## src/design/ghtPkg.sv

```systemverilog
// ~~~~~~~~~~~~~~~~~~~~~~~~~~~~~~~~~~~~~~~~~~~~~~~~~~
// gshare table geometry: 8 banks x 32 rows x 256 counters.
// Index = fetch ^ (history << 8); bank {7:6,0}, row 5:1, entry 15:8
// ~~~~~~~~~~~~~~~~~~~~~~~~~~~~~~~~~~~~~~~~~~~~~~~~~~
`default_nettype none

package ghtPkg;

    localparam int NumBanks    = 8;
    localparam int NumRows     = 32;
    localparam int RowEntries  = 256;
    localparam int ClearCycles = 32;

    typedef logic [15:0] tableIndex_t;
    typedef logic [15:0] fetchAddr_t;
    typedef logic [7:0]  history_t;
    // bit 1 set means predict taken
    typedef logic [1:0]  counter_t;
    typedef logic [2:0]  bankSel_t;
    typedef logic [4:0]  rowSel_t;
    typedef logic [7:0]  entrySel_t;

    function automatic bankSel_t bankOf(input tableIndex_t index);
        return {index[7:6], index[0]};
    endfunction

    function automatic rowSel_t rowOf(input tableIndex_t index);
        return index[5:1];
    endfunction

    function automatic entrySel_t entryOf(input tableIndex_t index);
        return index[15:8];
    endfunction

    // history only folds into the upper byte
    function automatic tableIndex_t hashIndex(input fetchAddr_t fetchAddr,
                                              input history_t history);
        return fetchAddr ^ {history, 8'b0};
    endfunction

endpackage

`default_nettype wire

```

## src/design/ghtLookup.sv

```systemverilog
// ~~~~~~~~~~~~~~~~~~~~~~~~~~~~~~~~~~~~~~~~~~~~~~~~~~
// One lookup per strobe, result valid the following cycle.
// Index held between strobes; predCounter only meaningful with predValid
// ~~~~~~~~~~~~~~~~~~~~~~~~~~~~~~~~~~~~~~~~~~~~~~~~~~
`default_nettype none

module ghtLookup
    import ghtPkg::*;
(
    input  logic       clk,
    input  logic       rst,
    input  logic       lookupValid,
    input  fetchAddr_t fetchAddr,
    input  history_t   history,
    output rowSel_t    rdRow,
    output entrySel_t  rdEntry,
    input  counter_t   bankCounters [NumBanks],
    output logic       predValid,
    output counter_t   predCounter
);

    tableIndex_t lookupIndex;
    bankSel_t    lookupBank;

    always_ff @(posedge clk) begin
        if (rst) begin
            predValid <= 1'b0;
        end else begin
            predValid <= lookupValid;
        end
    end

    // hashed index of the latest strobe
    always_ff @(posedge clk) begin
        if (lookupValid) begin
            lookupIndex <= hashIndex(fetchAddr, history);
        end
    end

    // row and entry go to all banks at once
    assign rdRow   = rowOf(lookupIndex);
    assign rdEntry = entryOf(lookupIndex);

    assign lookupBank  = bankOf(lookupIndex);
    assign predCounter = bankCounters[lookupBank];

endmodule

`default_nettype wire

```

## config.mk

```make
export PLATFORM = sky130hd
export DESIGN_NAME = ghtLookup
export DESIGN_NICKNAME = d
export VERILOG_FILES = /design/src/design/ghtPkg.sv /design/src/design/ghtLookup.sv
export SDC_FILE = /design/constraint.sdc
export NUM_CORES = 1
export LEC_CHECK = 0
export ABC_AREA = 1
export BUFFER_PORTS_ARGS = -buffer_cell sky130_fd_sc_hd__clkbuf_2
export CELL_PAD_IN_SITES_DETAIL_PLACEMENT = 1
export CELL_PAD_IN_SITES_GLOBAL_PLACEMENT = 2
export CORE_MARGIN = 4
export CORE_UTILIZATION = 20
export DETAILED_ROUTE_END_ITERATION = 7
export PLACE_DENSITY = 0.81
export SLEW_MARGIN = 20
export SYNTH_ARGS = -nofsm -noshare
export SYNTH_HDL_FRONTEND = slang
export SYNTH_SLANG_ARGS = --single-unit
```

## constraint.sdc

```tcl
create_clock -name clk -period 0.8 [get_ports clk]
set_clock_uncertainty 0.1 [all_clocks]
set_input_delay 0 -clock clk [delete_from_list [all_inputs] [get_ports clk]]
set_output_delay 0 -clock clk [all_outputs]
set_load 0.02 [all_outputs]
```

==> results of run 1 <==
synth_stat cells, drive strengths merged:
| library cell | n |
|---|---|
| nor2 | 1 |
| nand3 | 8 |
| buf | 14 |
| inv | 20 |
| dfxtp | 1 |
| nand2 | 26 |
| xor2 | 8 |
| edfxtp | 16 |
cell usage in the layout (no fill, tap or decap), types with 2 or more instances in the layout:
cell type,count
buf_8,2
edfxtp_1,16
nand2_2,10
clkbuf_8,3
inv_1,12
nand2_1,15
buf_2,4
dlygate4sd3_1,9
nand3_1,3
clkbuf_2,42
xor2_1,8
inv_2,7
buf_6,12
nand3_2,5
flip-flops by register name, indices dropped and copies added (netlist names):
signal / cells
lookupIndex: 16
predValid: 1
worst max-delay path: stages (launching register included):
cell and delay, ps:
edfxtp_1 410, buf_6 160, nand2_1 100, nand3_2 80, nand2_1 60, nand2_1 60, nand2_2 80, buf_8 110
timing repair:
item,in CTS,in global routing
pin swaps,0,3
setup buffers,1,0
cloned,0,1
resized for setup,8,51
endpoints found under the setup margin,16,16
endpoints found under the hold margin,17,8
path summary, 6_finish.rpt:
| check | slack, ps | endpoint | cells after the start |
|---|---|---|---|
| worst max-delay path | -600 | predCounter[0] | 7 |
| worst min-delay path | -50 | lookupIndex[12] | 2 |
layout make-up:
cell class                 count  area (um2)
clock buffer                   3        41.3
tap                           52        65.1
fill                         532        2900
sequential                    17         502
multi-input combinational     43         269
inverter                      20        87.6
timing repair buffer          71         513
clock inverter                 1        5.00
stage by stage:
stage               instances  hold WS (ps)
floorplan                  94         -28.8
global placement          192          61.4
detailed placement        192          60.2
CTS                       206         -57.8
global route              207         -63.7
finish                    207         -52.9
power groups by stage:
stage	Sequential (uW)	Combinational (uW)	Clock, uW
after floorplan	1110	336	0
after global placement	1120	487	0
after detailed placement	1120	489	0
after CTS	1090	567	670
after global routing	1110	725	708
final	1100	665	644
cell families after synthesis:
| group | Yosys count |
|---|---|
| buffers and inverters | 34 |
| DFF | 17 |
| and+or+nand+nor | 35 |
| xor gates and xnor gates | 8 |
layer usage:
layer | GRT usage | share of wire | vias to the layer above
met5 | 0 | 0 | -
met4 | 0.0291 | 0 | 0
met3 | 0.0251 | 0.11 | 0
met2 | 0.147 | 0.51 | 45
met1 | 0.0967 | 0.38 | 337
li1 | - | - | 396
==> summary.md, run 1 <==
| Metric | Value |
|---|---|
| Clock Pin Slew Worst Setup and Hold Paths | 70 ps |
| Worst setup EP type | primary output |
| Least-Margin Pin Slew | 165 ps |
| CTS Buf Count | 3 |
| Grt ovf | 0 |
| Synthesized area | 906 um2 |
| Post-layout min period | 1400 ps |
| Sw Share | 0.273 |
| Internal power | 1750 uW |
| Die H | 75.3 um |
| Clock power frac | 0.267 |
| Final #Nets | 199 |
| Initial Util | 0.207 |
| Share of the synthesized area in the top cell type | 0.530 |
| IO Count | 59 |
| Flop pwr share | 0.458 |
| CTS tree | yes |
| Logic pwr share | 0.276 |
| GPL Wtd Cong | 0.811 |
| Final ANT Viol Nets | 0 |
| Synth Area in Adders | 0 |
| Final Cell Area | 0.00148 mm2 |
| Fin util | 0.338 |
| Min-delay src | fetchAddr[12] |
| Clk sinks | 17 |
| Mux cell area share after synthesis | 0 |
| Hold Crit Class | in2reg |
| Leakage | 0.000760 uW |
| Crit. Startpoint | lookupIndex[0] |
| Total negative slack | -2210 ps |
| Peak supply drop | 0.000870 V |
| Crit path launch type | flop |
| Post-DP Area | 0.00118 mm2 |
| DR iter-0 viols | 16 |
| HPWL after detailed placement | 1.89 mm |
| Max_slew headroom | 0.890 |
| Seq/Total Area, Yosys | 0.552 |
| Largest family of logic cells by synthesized area | buffers and inverters |
| Number of max-cap violations | 0 |
| Final wirelength | 2.38 mm |
| Mapped Cells | 94 |
| Flops & latches, synth | 17 |
| Synth Area in Simple Gates | 0.162 |
| Net Switching | 660 uW |
| Worst Setup Slack, final | -600 ps |
| Post-Synth XOR/XNOR Area | 0.0773 |
| Syn nets | 137 |
| DRC | 0 |
| Largest net degree at the start of global routing | 18 |
| Area contributors post-synth | edfxtp_1 (53%), buf_4 (11%), nand2_1 (9.9%), xor2_1 (7.7%), inv_1 (5.0%) |
| Vias in the first global route | 856 |
| Initial antenna violation count | 0 |
| DR WL/cell | 11.5 um |
| Compound-Gate Fraction of Synth Area | 0 |
| Dpl ws | -410 ps |
| Final hold viol count | 8 |
| YS warnings | 0 |
| Die Area | 0.00567 mm2 |
| CTS Buffer Depth | 2 |
| First-pass GRT wire length | 3.69 mm |
| Hold buffer count at CTS | 9 |
| Crit Path Category | reg2out |
| Antenna diodes | 0 |
| Fmax | 714 MHz |
| CTS root buf | clkbuf_8 |
| Port bufs | 58 |
| WP data arrival | 1300 ps |
| DR vias | 778 |
| Detailed Routing Iterations Pass 1 | 3 |
| Layout cell share with drive strength beyond 1 | 0.587 |
| Syn avg cell area | 9.64 um2 |
| Area grow syn2layout | 63.7% |
| Failing checks | hold timing, setup timing |
| Final max-slew violation count | 0 |
| Final setup fails | 15 |
| # rows | 24 |
| H-tree depth | 1 |
| CORE AREA | 0.00438 mm2 |
| Pwr Total | 2410 uW |
| Pwr per Cell Area | 1630 mW/mm2 |
| Die X | 75.3 um |
| Outcome | complete, but fails checks |
| Final hold slack | -52.9 ps |
| Area leader, netlist | edfxtp_1 |
| Tot GR Track Use | 0.0837 |
| Tcrit/Tclk final | 1.75 |
| Crit path required time | 700 ps |
| Number of library cell types mapped by synthesis | 12 |
| Setup repair after global routing missed its margin | true |
| Via-to-Cell Ratio | 3.76 |
| Largest fanout on the critical path | 5 |
(Power assumes the default switching activity.)
==> run 2: changes to the inputs <==
--- a/config.mk
+++ b/config.mk
@@ -5,14 +5,14 @@
 export SDC_FILE = /design/constraint.sdc
 export NUM_CORES = 1
 export LEC_CHECK = 0
-export ABC_AREA = 1
 export BUFFER_PORTS_ARGS = -buffer_cell sky130_fd_sc_hd__clkbuf_2
 export CELL_PAD_IN_SITES_DETAIL_PLACEMENT = 1
 export CELL_PAD_IN_SITES_GLOBAL_PLACEMENT = 2
 export CORE_MARGIN = 4
-export CORE_UTILIZATION = 20
+export CORE_UTILIZATION = 21
 export DETAILED_ROUTE_END_ITERATION = 7
-export PLACE_DENSITY = 0.81
+export GPL_ROUTABILITY_DRIVEN = 0
+export PLACE_DENSITY = 0.71
 export SLEW_MARGIN = 20
 export SYNTH_ARGS = -nofsm -noshare
 export SYNTH_HDL_FRONTEND = slang
==> summary.md, run 2 <==
| Metric | Value |
|---|---|
| DR iter-0 viols | 8 |
| Crit path required time | 700 ps |
| Final #Nets | 148 |
| Number of max-cap violations | 0 |
| GRT met3 Usage | 0.0319 |
| Syn avg cell area | 17.8 um2 |
| Pwr Total | 2290 uW |
| CTS Buffer Depth | 2 |
| Largest fanout on the critical path | 4 |
| Postcts setup bufs | 0 |
| Min-Delay Path Depth | 2 |
| Top-count cell post-synth | edfxtp_1 |
| Final max-slew violation count | 0 |
| Clk sinks | 17 |
| Sw Share | 0.238 |
| Seq/Total Area, Yosys | 0.624 |
| Initial Util | 0.217 |
| Clock Pin Slew Worst Setup and Hold Paths | 70 ps |
| Worst Setup Slack, final | -978 ps |
| Mapped Cells | 45 |
| Top_reg_cell synth | edfxtp_1 |
| Port bufs | 58 |
| Least-Margin Pin Slew | 241 ps |
| Tcrit/Tclk final | 2.22 |
| Tot GR Track Use | 0.0855 |
| DRC | 0 |
| WP data arrival | 1680 ps |
| Fmax | 563 MHz |
| Final ANT Viol Nets | 0 |
| Area grow syn2layout | 60.7% |
| Final hold slack | -51.8 ps |
| Initial antenna violation count | 0 |
| Dpl ws | -754 ps |
| Syn nets | 88 |
| H-tree depth | 1 |
| CTS root buf | clkbuf_8 |
| Peak supply drop | 0.000520 V |
| Met1 usage | 0.0938 |
| Antenna diodes | 0 |
| Area contributors post-synth | edfxtp_1 (60%), mux4_1 (13%), buf_4 (12%), xor2_1 (8.7%), mux2_2 (2.8%) |
| Vias in the first global route | 699 |
| CTS Buf Count | 3 |
| Post-layout min period | 1780 ps |
| Placed cell count | 139 |
| Largest regs | lookupIndex (16), predValid (1) |
| Logic pwr share | 0.239 |
| Busiest grt layer | met2 |
| Number of library cell types mapped by synthesis | 7 |
| Met2 Track Usage GR | 0.149 |
| Commonest non-fill, non-tap cell in the layout | clkbuf_2 |
| Clock power frac | 0.275 |
| Die X | 69.8 um |
| Final setup fails | 15 |
| Failing checks | hold timing, setup timing |
| Commonest cells after routing, fill and taps aside | clkbuf_2 (43), edfxtp_1 (16), buf_6 (12), dlygate4sd3_1 (9), xor2_1 (8) |
| Leakage | 0.000580 uW |
| Worst setup EP type | primary output |
| Final hold viol count | 8 |
| DR WL/cell | 13.4 um |
| Hold endpoint | lookupIndex[8] |
| Die H | 69.8 um |
| HPWL after detailed placement | 1.62 mm |
| Final Cell Area | 0.00129 mm2 |
| Hold Crit Class | in2reg |
| Layout cell share with drive strength beyond 1 | 0.663 |
| Top reg by flops | lookupIndex |
| Via-to-Cell Ratio | 3.77 |
| Post-synth top cells | edfxtp_1 (16), buf_4 (13), xor2_1 (8) |
| Synthesized area | 802 um2 |
| Asr flop ratio synth | 0 |
| Share of the synthesized area in the top cell type | 0.599 |
| Crit path launch type | flop |
| IO Count | 59 |
| EDFF count, synth | 16 |
| CTS tree | yes |
| Internal power | 1750 uW |
| Die Area | 0.00487 mm2 |
| Grt ovf | 0 |
| Largest net degree at the start of global routing | 18 |
| # rows | 22 |
| Flop pwr share | 0.486 |
| Max reg flops | 16 |
| Net Switching | 546 uW |
| CORE AREA | 0.00369 mm2 |
| Flops & latches, synth | 17 |
| Finished Layout Cells | 152 |
| Crit Path Category | reg2out |
| First-pass GRT wire length | 3.20 mm |
| DR vias | 573 |
| Hold buffer count at CTS | 9 |
| Max_slew headroom | 0.839 |
| Outcome | complete, but fails checks |
| Area leader, netlist | edfxtp_1 |
| Post-DP Area | 0.00108 mm2 |
| Detailed Routing Iterations Pass 1 | 2 |
| Min-delay src | fetchAddr[8] |
| Setup repair after global routing missed its margin | true |
| Pwr per Cell Area | 1780 mW/mm2 |
| YS warnings | 0 |
| Final wirelength | 2.04 mm |
## run 2: changes by cell type after synthesis, sizes merged
cell,previous run,this run
buf,14,13
mux4,0,4
nor2b,0,1
nand3,8,0
inv,20,0
nor2,1,0
nand2,26,0
mux2,0,2
## run 2: logic make-up (layout without fill, tap and decap cells)
family / count (synthesis) / in the layout / synth area share
muxes: 6 / 6 / 0.159
DFF: 17 / 17 / 0.624
and+or+nand+nor: 1 / 1 / 0.00781
xor gates and xnor gates: 8 / 8 / 0.0874
buffers and inverters: 13 / 72 / 0.122
## run 2: worst max-delay path by stage
stage	start	end	slack (ps)	cells past startpoint
2_1_floorplan	lookupIndex[0]	predCounter[0]	-560	2
3_3_place_gp	lookupIndex[0]	predCounter[1]	-690	3
3_5_place_dp	lookupIndex[0]	predCounter[1]	-750	3
4_1_cts	lookupIndex[0]	predCounter[0]	-1020	3
5_1_grt	lookupIndex[0]	predCounter[0]	-1040	3
6_report	lookupIndex[0]	predCounter[1]	-980	3
## run 2: per-stage QoR
| stage | setup TNS (ps) | util |
|---|---|---|
| detailed placement | -1510 | 0.293 |
| CTS | -3200 | 0.329 |
| global route | -3450 | 0.349 |
| global placement | -1370 | 0.293 |
| finish | -2890 | 0.349 |
| floorplan | -1130 | - |
## run 2: timing repair
action / in CTS / in global routing
setup endpoints to repair: 16 / 16
hold endpoints to repair: 17 / 8
resized for setup: 7 / 39
## run 2: routing by layer
metal	vias to the layer above	share of wire
met5	-	0
met4	0	0
met3	0	0.10
met2	44	0.51
met1	260	0.38
li1	269	-
## run 2: critical path, cell delays in order (launching register included)
cell and delay, ps:
edfxtp_1 480, mux4_2 540, mux2_4 280, buf_6 130
## run 2: power groups by stage
stage	clock network, uW	registers [uW]	logic [uW]
after floorplan	0	1110	287
after global placement	0	1120	421
after detailed placement	0	1120	432
after CTS	658	1110	475
after global routing	681	1120	584
final	630	1110	549
## run 2: layout make-up
cell class / count / area [um2]
clock buffers: 4 / 45.0
flip-flops and latches: 17 / 502
well taps: 48 / 60.1
multi-input cells: 15 / 196
fillers: 419 / 2400
repair buffers: 68 / 485
